==> src/common/fp_defs.svh <==
`ifndef FP_DEFS_SVH
`define FP_DEFS_SVH

// exponent field limits
`define FP_BIAS        8'd127
`define FP_EXP_MAX     8'hFF

// handy constant words
`define FP_ONE         32'h3F80_0000    // 1.0
`define FP_TWO         32'h4000_0000    // 2.0

// linear reciprocal seed x0 = 48/17 - 32/17 * d, d in [0.5, 1)
`define FP_SEED_SCALE  32'h3FF0_F0F1    // 32/17
`define FP_SEED_OFFSET 32'h4034_B4B5    // 48/17
`define FP_SCALED_EXP  8'd126           // puts 1.f into [0.5, 1)

// newton steps per division
`define FP_DIV_ITER    4

`endif

==> src/common/fp_pkg.sv <==
`default_nettype none

package fp_pkg;

    typedef logic [31:0] fp32_t;    // sign, exponent, fraction
    typedef logic [7:0]  fp_exp_t;  // biased exponent
    typedef logic [22:0] fp_frac_t; // stored fraction
    typedef logic [23:0] fp_mant_t; // fraction with hidden one

    // operation codes of a request
    typedef enum logic [1:0] {
        FP_ADD = 2'd0,
        FP_MUL = 2'd1,
        FP_DIV = 2'd2,
        FP_CMP = 2'd3
    } fp_op_e;

    // divider sequencing
    typedef enum logic [1:0] {
        DIV_IDLE   = 2'd0,
        DIV_SEED   = 2'd1,
        DIV_REFINE = 2'd2,
        DIV_FINISH = 2'd3
    } div_state_e;

    // one request as handed in with start
    typedef struct packed {
        fp_op_e op;
        fp32_t  a;
        fp32_t  b;
    } fp_req_t;

endpackage

`default_nettype wire

==> src/hw/fp_compare.sv <==
`default_nettype none

// signed greater-than on two single-precision words
module fp_compare (
    input  wire fp_pkg::fp32_t a,
    input  wire fp_pkg::fp32_t b,
    output logic               a_greater
);

    fp_pkg::fp_exp_t  exp_a, exp_b;
    fp_pkg::fp_frac_t frac_a, frac_b;
    logic             field_greater; // a's magnitude field above b's

    assign exp_a  = a[30:23];
    assign exp_b  = b[30:23];
    assign frac_a = a[22:0];
    assign frac_b = b[22:0];

    always_comb begin
        // exponent decides first, fraction only on a tie
        if (exp_a != exp_b) begin
            field_greater = (exp_a > exp_b);
        end else begin
            field_greater = (frac_a > frac_b);
        end

        if (a[31] != b[31]) begin
            a_greater = ~a[31];              // the positive one wins
        end else begin
            a_greater = field_greater ^ a[31]; // negatives flip the order
        end
    end

endmodule

`default_nettype wire

==> config.mk <==
export PLATFORM = sky130hd
export DESIGN_NAME = fp_compare
export DESIGN_NICKNAME = d
export VERILOG_FILES = /design/src/common/fp_defs.svh /design/src/common/fp_pkg.sv /design/src/hw/fp_compare.sv
export SDC_FILE = /design/constraint.sdc
export NUM_CORES = 1
export LEC_CHECK = 0
export BUFFER_PORTS_ARGS = -buffer_cell sky130_fd_sc_hd__buf_2
export CAP_MARGIN = 20
export CORE_MARGIN = 4
export CORE_UTILIZATION = 45
export DETAILED_ROUTE_END_ITERATION = 7
export PLACE_DENSITY = 0.91
export SETUP_SLACK_MARGIN = 0.1
export SYNTH_ARGS = -nofsm -noshare
export SYNTH_HDL_FRONTEND = slang
export SYNTH_SLANG_ARGS = --single-unit
==> constraint.sdc <==
create_clock -name vclk -period 3.2
set_input_delay 0.64 -clock vclk [all_inputs]
set_output_delay 0.64 -clock vclk [all_outputs]
set_load 0.01 [all_outputs]
==> reports/metrics.csv <==
metric;value;unit
status;finished clean;
WL/cell;12.5;um
CLK BUF;0;
die width;50.4;um
post-synthesis mux area share;1.24;%
HP Class;in2out;
sequential cell area fraction in the yosys report;0;%
max-cap viol count;0;
maximum vdd ir drop;0.0000784;V
# DRC;0;
Port Buf Inserts;65;
RSZ-0062 raised after global routing;no;
post-route ant nets;0;
PD cells;116;nW/um^2
CP Capture Type;output pin;
WP data required;2.56;ns
Fin Setup TNS;0;ns
final worst path period share;93.3;%
Fillers;118;
Tot GR Track Use;17.1;%
top cells by area, synth;ha_1 48%, inv_1 15%, a21oi_1 6.2%, nand4_1 4.6%, a211oi_1 2.8%;
Cells after DPL;202;
final instance area;1330;um^2
worst slew pin tran;0.269;ns
Mean Syn Cell Area;7.22;um^2
Max FO, Critical Path;4;
Comb power frac;100.0;%
Synth Area in Adders;48.0;%
core area;1710;um^2
register area;0;um^2
drt pass-1 iters;4;
Netlist Area Pre-Place;808;um^2
largest family of logic cells by synthesized area;adder cells;
first-pass GRT wire length;3570;um
vias in the first global route;959;
fin util;77.7;%
Switch Pwr;0.0731;mW
# rows;15;
Clock Power Share;0;%
overflow left after global routing;0;
fin. max-slew vios;0;
CP Class;in2out;
DR vias;1045;
dpl hpwl;2200;um
Int Power;0.0810;mW
Post-Synth XOR/XNOR Area;0;%
Critical Path AT;2.35;ns
antenna cells;0;
top cell type by total area after synthesis;ha_1;
Sw Ratio;47.4;%
nets;275;
post-synth cell types;22;
crit path launch type;primary input;
Syn Nets;207;
top cell type's share of synthesized area;48.0;%
maximum number of pins on one net before global-route repair;5;
post-route insts no fill;203;
post-synthesis cell count;112;
synth-to-layout area growth;64.2;%
Seq pwr share;0;%
DIE HEIGHT;50.4;um
slew margin rel.;81.9;%
hold_sp;a[31];
final wirelength;2540;um
Yosys warnings;0;
Final setup viols;0;
I/O pin cnt;65;
Hold Vio Cnt, Final;0;
gpl congestion;0.738;
num sequential;0;
Post-DP Area;1160;um^2
hold_buf cts;0;
Iter 0 DRT Violations;6;
Pleak;0.738;nW
drt via density;5.15;
Hold Path Stages;3;
compound-cell area share of the yosys netlist;19.7;%
Post-Synth Simple-Gate Area;16.3;%
FMAX;335;MHz
initial antenna violation count;0;
layout cells sized above 1;50.0;%
Starting Density;47.3;%
Tmin final;2.99;ns
Die ar.;2540;um^2
WHS Endpoint;a_greater;
cells in the mapped netlist, types with 2 or more instances:
cell type / count
inv_1: 32
ha_1: 31
a21oi_1: 10
nand4_1: 6
nor2_1: 5
nand2_1: 4
o21ai_0: 4
a211oi_1: 3
nand3_1: 2
nor2b_1: 2
o21ai_1: 2
power groups by stage:
| stage | Combinational, mW | Sequential [mW] | Clock (mW) |
|---|---|---|---|
| 6_report | 0.154 | 0 | 0 |
| 4_1_cts | 0.132 | 0 | 0 |
| 5_1_grt | 0.176 | 0 | 0 |
| 3_3_place_gp | 0.120 | 0 | 0 |
| 3_5_place_dp | 0.131 | 0 | 0 |
| 2_1_floorplan | 0.0720 | 0 | 0 |
per-layer routing:
metal	GRT usage, %	up-vias	share of wire, %
met5	0	-	0
met2	35.7	46	54
met4	4.48	0	2.6
met3	0.890	8	5.8
met1	17.9	464	37
li1	-	527	-
critical path, stage by stage:
cell and delay, ns:
buf_2 0.09, inv_2 0.04, ha_4 0.25, nand4_1 0.21, nor4_2 0.38, nand3_1 0.11
o31a_1 0.12, o21ai_1 0.12, mux2i_1 0.22, buf_2 0.15
layout by cell type (no fill, tap or decap), drive strengths merged:
cell type | Yosys | routed
a2111oi | 1 | 1
nand3b | 1 | 1
nor2b | 2 | 2
nor3 | 1 | 1
o31ai | 1 | 1
nor4 | 1 | 1
o31a | 1 | 1
nand2 | 4 | 4
nand4 | 7 | 7
nor2 | 5 | 5
inv | 32 | 32
o211ai | 1 | 1
buf | 0 | 66
o311ai | 1 | 1
a211oi | 3 | 3
mux2i | 1 | 1
a21oi | 11 | 11
nand3 | 2 | 2
o21ai | 6 | 6
ha | 31 | 31
kinds of logic after synthesis:
group	after synthesis
buf+inv	32
fa+ha+maj	31
compound gates	25
simple gates	23
mux	1
worst max path at each step:
stage | from | to | slack, ns | cells past startpoint
floorplan | b[10] | a_greater | 0.48 | 8
global placement | a[10] | a_greater | 0.28 | 9
detailed placement | b[10] | a_greater | 0.19 | 10
CTS | b[10] | a_greater | 0.18 | 10
global route | b[20] | a_greater | 0.06 | 10
finish | b[21] | a_greater | 0.21 | 10
what timing repair did:
item	CTS	global route
resized for setup	0	19
setup endpoints to repair	0	1
buffers inserted	0	1
metrics by stage:
step	hold WS, ns	setup slack, ns	total power, mW
after floorplan	1.36	0.480	0.0720
after global placement	1.53	0.279	0.120
after detailed placement	1.56	0.194	0.131
after CTS	1.56	0.185	0.132
after global routing	1.58	0.0638	0.176
final	1.56	0.213	0.154
cell type report:
| class | count | area, um^2 | share of cell area [%] |
|---|---|---|---|
| tap | 25 | 31.3 | 2.36 |
| timing repair buffer | 66 | 333 | 25.1 |
| inverter | 32 | 120 | 9.05 |
| multi-input combinational | 80 | 843 | 63.5 |
Note: power is estimated with default switching activity, not from simulation.
