File: src/common/fp_defs.svh
`ifndef FP_DEFS_SVH
`define FP_DEFS_SVH

// exponent field limits
`define FP_BIAS        8'd127
`define FP_EXP_MAX     8'hFF

// handy constant words
`define FP_ONE         32'h3F80_0000    // 1.0
`define FP_TWO         32'h4000_0000    // 2.0

// linear reciprocal seed x0 = 48/17 - 32/17 * d, d in [0.5, 1)
`define FP_SEED_SCALE  32'h3FF0_F0F1    // 32/17
`define FP_SEED_OFFSET 32'h4034_B4B5    // 48/17
`define FP_SCALED_EXP  8'd126           // puts 1.f into [0.5, 1)

// newton steps per division
`define FP_DIV_ITER    4

`endif

File: src/common/fp_pkg.sv
`default_nettype none

package fp_pkg;

    typedef logic [31:0] fp32_t;    // sign, exponent, fraction
    typedef logic [7:0]  fp_exp_t;  // biased exponent
    typedef logic [22:0] fp_frac_t; // stored fraction
    typedef logic [23:0] fp_mant_t; // fraction with hidden one

    // operation codes of a request
    typedef enum logic [1:0] {
        FP_ADD = 2'd0,
        FP_MUL = 2'd1,
        FP_DIV = 2'd2,
        FP_CMP = 2'd3
    } fp_op_e;

    // divider sequencing
    typedef enum logic [1:0] {
        DIV_IDLE   = 2'd0,
        DIV_SEED   = 2'd1,
        DIV_REFINE = 2'd2,
        DIV_FINISH = 2'd3
    } div_state_e;

    // one request as handed in with start
    typedef struct packed {
        fp_op_e op;
        fp32_t  a;
        fp32_t  b;
    } fp_req_t;

endpackage

`default_nettype wire

File: src/hw/fp_multiplier.sv
`default_nettype none

`include "fp_defs.svh"

// combinational multiply, truncating
// exponent clamps to 0 or all ones, no inf/nan handling
module fp_multiplier (
    input  wire fp_pkg::fp32_t a,
    input  wire fp_pkg::fp32_t b,
    output fp_pkg::fp32_t      product
);

    fp_pkg::fp_mant_t  mant_a, mant_b;
    logic [47:0]       prod;          // full 24x24 product
    logic signed [9:0] exp_sum;       // room for -127 .. 384
    fp_pkg::fp_frac_t  frac_res;
    logic              sign_res;

    assign mant_a   = {1'b1, a[22:0]};
    assign mant_b   = {1'b1, b[22:0]};
    assign prod     = mant_a * mant_b;
    assign sign_res = a[31] ^ b[31];

    always_comb begin
        // product of two 1.f values is in [1, 4)
        if (prod[47]) begin
            frac_res = prod[46:24];   // 1x.f, one more on the exponent
        end else begin
            frac_res = prod[45:23];
        end

        // unsigned 10 bit arithmetic, pattern is the signed result
        exp_sum = {2'b00, a[30:23]} + {2'b00, b[30:23]} - {2'b00, `FP_BIAS}
                + {9'd0, prod[47]};

        if (exp_sum >= 10'sd255) begin
            product = {sign_res, `FP_EXP_MAX, 23'd0}; // overflow clamp
        end else if (exp_sum <= 10'sd0) begin
            product = {sign_res, 8'd0, 23'd0};        // underflow to zero, sign kept
        end else begin
            product = {sign_res, exp_sum[7:0], frac_res};
        end
    end

endmodule

`default_nettype wire

File: config.mk
export PLATFORM = sky130hd
export DESIGN_NAME = fp_multiplier
export DESIGN_NICKNAME = d
export VERILOG_FILES = /design/src/common/fp_pkg.sv /design/src/hw/fp_multiplier.sv
export VERILOG_INCLUDE_DIRS = /design/src /design/src/common
export SDC_FILE = /design/constraint.sdc
export NUM_CORES = 1
export LEC_CHECK = 0
export ABC_AREA = 1
export BUFFER_PORTS_ARGS = -buffer_cell sky130_fd_sc_hd__buf_2
export CAP_MARGIN = 0
export CORE_MARGIN = 2
export CORE_UTILIZATION = 50
export DETAILED_ROUTE_END_ITERATION = 10
export PLACE_DENSITY = 0.67
export SYNTH_ARGS = -nofsm -noshare
export SYNTH_HDL_FRONTEND = slang
export SYNTH_SLANG_ARGS = --single-unit
File: constraint.sdc
create_clock -name vclk -period 22.9
set_clock_uncertainty 0.2 [all_clocks]
set_input_delay 5.725 -clock vclk [all_inputs]
set_output_delay 5.725 -clock vclk [all_outputs]
set_load 0.02 [all_outputs]
==> run summary, run 1 <==
core area - 40,600 µm²
first-pass GRT wire length - 89.8 mm
Crit Path Class - input port to primary output
full die area - 42,600 µm²
placed insts - 3,319
Worst Setup SP - a[9]
hpwl dp - 46.5 mm
Area Overhead vs Synth - 3.63%
vias in the first global route - 17,600
post-layout min period - 20.54 ns
design area - 21,200 µm²
die width - 206 µm
Worst setup EP type - primary output
Routed wire per std cell - 16.1 µm
Critical Path AT - 14.62 ns
Hold Vio Cnt, Final - 0
critical path depth - 43
Final Instance Count excl. Fillers - 3,319
placed cell area - 21,200 µm²
GRT overflow - 0
Syn Std Cell Area - 20,500 µm²
count leader, synth - inv_1
RSZ-0062 raised after global routing - no
sequential area share after synthesis - 0
post-CTS setup buffers - 0
startpoint class of the critical path - input port
Slew Limit Fails - 0
Yosys warning count - 0
Mapped Cells - 2,789
Critical Path Sink - product[10]
initial drt markers - 1,107
top-level I/O count - 96
Synth top area share - 0.471
endpoints failing setup - 0
setup TNS - 0 ns
largest net degree at the start of global routing - 26
most frequent cells after synthesis - 884 x inv_1, 765 x nand2_1, 482 x fa_1, 184 x ha_1, 110 x nor2_1
outcome - finished clean
Routed Antenna Nets - 0
PortBufs - 96
post_cts resized - 0
GP Congestion - 0.969
drt first pass iters - 7
relative slew slack - 0.551
Ant. Diodes - 0
Hold Crit Class - input port to primary output
# rows - 74
layout cells sized above 1 - 0.0420
FF/Latch Area - 0 µm²
data required time of the worst path - 16.98 ns
Die Height - 206 µm
Yosys cell types - 35
initial core utilization - 0.504
Vias per Instance - 5.05
Post-Syn Area per Cell - 7.35 µm²
dominant cell type by area after synthesis - fa_1
CP max stage cell - fa_1
WP buf/inv - 11
via count - 16,800
crit-path max FO - 25
slowest cell delay on critical path - 0.56 ns
synth top area cells - fa_1 47%, inv_1 16%, nand2_1 14%
fmax - 48.7 MHz
initial antenna violation count - 0
# hold bufs at CTS - 0
fillers - 3,960
Top cell by count, worst path - nand2_1
fin crit share - 0.897
worst-margin pin slew - 0.674 ns
Routed Wire Length - 53.5 mm
DRC viols - 0
Seq Cell Count - 0
max cap viols - 0
CLK BUF - 0
GR Util All Layers - 0.266
syn_nets - 3,519
layout net count - 3,519
largest delay contributor family on the critical path - adder cells
## metrics by stage
stage	setup slack (ns)	hold WS, ns	utilization
after floorplan	3.72	11.44	-
after global placement	2.61	11.53	0.523
after detailed placement	2.41	11.54	0.523
after CTS	2.40	11.54	0.523
after global routing	1.75	11.55	0.523
final	2.36	11.53	0.523
## layout make-up
type,count,area [µm²],area share
repair buffers,96,480,0.0226
inverters,894,3360,0.158
multi-input cells,1797,16700,0.788
well taps,532,666,0.0313
## kinds of logic (layout without fill, tap and decap cells)
group	count (synthesis)	in the layout	synth area share
XOR/XNOR	21	21	0.00897
AND/OR/NAND/NOR	974	974	0.188
adder cells (fa/ha/maj)	666	666	0.583
buffers and inverters	992	990	0.183
AO/OA/AOI/OAI	136	136	0.0361
## layout by cell type (no fill, tap or decap), drive strengths merged
cell / synthesis / final
nand3: 51 / 51
nand2: 770 / 770
a21boi: 3 / 3
fa: 482 / 482
nand4: 17 / 17
a21o: 2 / 2
nor4: 3 / 3
o21a: 4 / 4
and2: 4 / 4
a21oi: 64 / 64
o21bai: 13 / 13
nor3: 10 / 10
ha: 184 / 184
buf: 6 / 96
xor2: 11 / 11
and3: 1 / 1
xnor2: 10 / 10
nor2: 111 / 111
o21ai: 50 / 50
nand3b: 6 / 6
inv: 894 / 894
or2: 1 / 1
## routing by layer
layer | vias to the layer above | track usage | wire, µm
met3 | 65 | 0.0322 | 3990
li1 | 7820 | - | -
met1 | 8292 | 0.382 | 23500
met4 | 0 | 0.0378 | 777
met2 | 593 | 0.443 | 25300
met5 | - | 0 | 0
## worst min-delay path by stage
stage                        endpoint  start  depth (start not counted)
after floorplan           product[31]  a[31]                          2
after global placement    product[31]  a[31]                          3
after detailed placement  product[31]  a[31]                          3
after CTS                 product[31]  a[31]                          3
after global routing      product[31]  a[31]                          3
final                     product[31]  a[31]                          3
Power of run 1 is not shown: default switching activity piles up to over one toggle a cycle in this logic, so the estimate is an artifact.
==> run 2: changes to the inputs <==
--- a/config.mk
+++ b/config.mk
@@ -8,11 +8,9 @@
 export LEC_CHECK = 0
 export ABC_AREA = 1
 export BUFFER_PORTS_ARGS = -buffer_cell sky130_fd_sc_hd__buf_2
-export CAP_MARGIN = 0
 export CORE_MARGIN = 2
-export CORE_UTILIZATION = 50
+export CORE_UTILIZATION = 30
 export DETAILED_ROUTE_END_ITERATION = 10
-export PLACE_DENSITY = 0.67
 export SYNTH_ARGS = -nofsm -noshare
 export SYNTH_HDL_FRONTEND = slang
 export SYNTH_SLANG_ARGS = --single-unit
==> run 2 against run 1 <==
Against the previous run: first-iteration DRC count shrank 11%; via count shrank 1.7%; final cell count grew 10%; setup slack gained 0.11 ns; die area grew 65%; clock-buffer cell count is the same; design area grew 2.0%; utilization shrank 20 points.
==> run summary, run 2 (synthesis results as in run 1) <==
DR top layer - met5
relative slew slack - 0.557
commonest non-fill, non-tap cell in the layout - inv_1
Top cell by count, worst path - nand2_1
GR Util All Layers - 0.163
fin crit share - 0.892
first-pass GRT wire length - 92.9 mm
Die Height - 265 µm
Ant. Diodes - 0
slowest cell delay on critical path - 0.57 ns
Routed wire per std cell - 15.1 µm
hpwl dp - 47.7 mm
Worst setup EP type - primary output
Routed Antenna Nets - 0
met2 WL post-DR - 25.1 mm
DRC viols - 0
# rows - 95
Slew Limit Fails - 0
met1 WL - 26.1 mm
Crit Path Class - input port to primary output
worst-margin pin slew - 0.664 ns
Critical Path AT - 14.51 ns
setup TNS - 0 ns
GRT overflow - 0
startpoint class of the critical path - input port
core area - 67,400 µm²
Met3 Wirelength - 3.38 mm
top-level I/O count - 96
Seq Cell Count - 0
vias in the first global route - 17,600
GP Congestion - 0.971
Vias per Instance - 4.50
CP max stage cell - fa_1
# hold bufs at CTS - 0
Routed Wire Length - 55.3 mm
CLK BUF - 0
PortBufs - 96
crit-path max FO - 25
via count - 16,500
initial drt markers - 981
Hold Vio Cnt, Final - 0
Area Overhead vs Synth - 5.71%
RSZ-0062 raised after global routing - no
drt first pass iters - 5
data required time of the worst path - 16.98 ns
post-CTS setup buffers - 0
post_cts resized - 0
die width - 265 µm
initial core utilization - 0.304
most frequent cells in the layout - 884 x inv_1, 765 x nand2_1, 482 x fa_1
fmax - 48.9 MHz
FF/Latch Area - 0 µm²
post-layout min period - 20.43 ns
max cap viols - 0
initial antenna violation count - 3
largest net degree at the start of global routing - 26
full die area - 70,400 µm²
layout net count - 3,519
fillers - 7,182
endpoints failing setup - 0
Hold Crit Class - input port to primary output
outcome - finished clean
area taken by multi-input logic gates - 16,700 µm²
layout cells sized above 1 - 0.0420
Hold Path Depth - 3
## run 2: per-stage QoR
step           area [µm²]   util  worst slack (ns)  hold WS (ns)  cells
6_report            21700  0.321              2.47         11.53   3660
5_1_grt             21700  0.321              1.79         11.54   3660
4_1_cts             21700  0.321              2.52         11.53   3660
3_5_place_dp        21700  0.321              2.55         11.53   3660
3_3_place_gp        21700  0.321              2.64         11.53   3660
2_1_floorplan       20500      -              3.72         11.44   2789
## run 2: cell type report
cell class / instances / share of cell area
Multi-Input combinational cell: 1797 / 0.773
Tap cell: 873 / 0.0504
Inverter: 894 / 0.155
Timing Repair Buffer: 96 / 0.0222
## run 2: per-layer routing
layer,vias to the layer above,GRT usage
li1,7813,-
met1,8158,0.237
met2,449,0.267
met3,59,0.0207
met4,6,0.0186
met5,-,0
## run 2: final timing paths
| kind | start | to |
|---|---|---|
| worst max-delay path | a[19] | product[11] |
| worst min-delay path | a[31] | product[31] |
## run 2: worst max-delay path, delay by kind of cell
family	cells	cell delay, ns
simple gates	21	2.61
xor+xnor	1	0.24
fa+ha+maj	10	4.67
buf+inv	9	1.22
Power of run 2 is left out for the same reason.
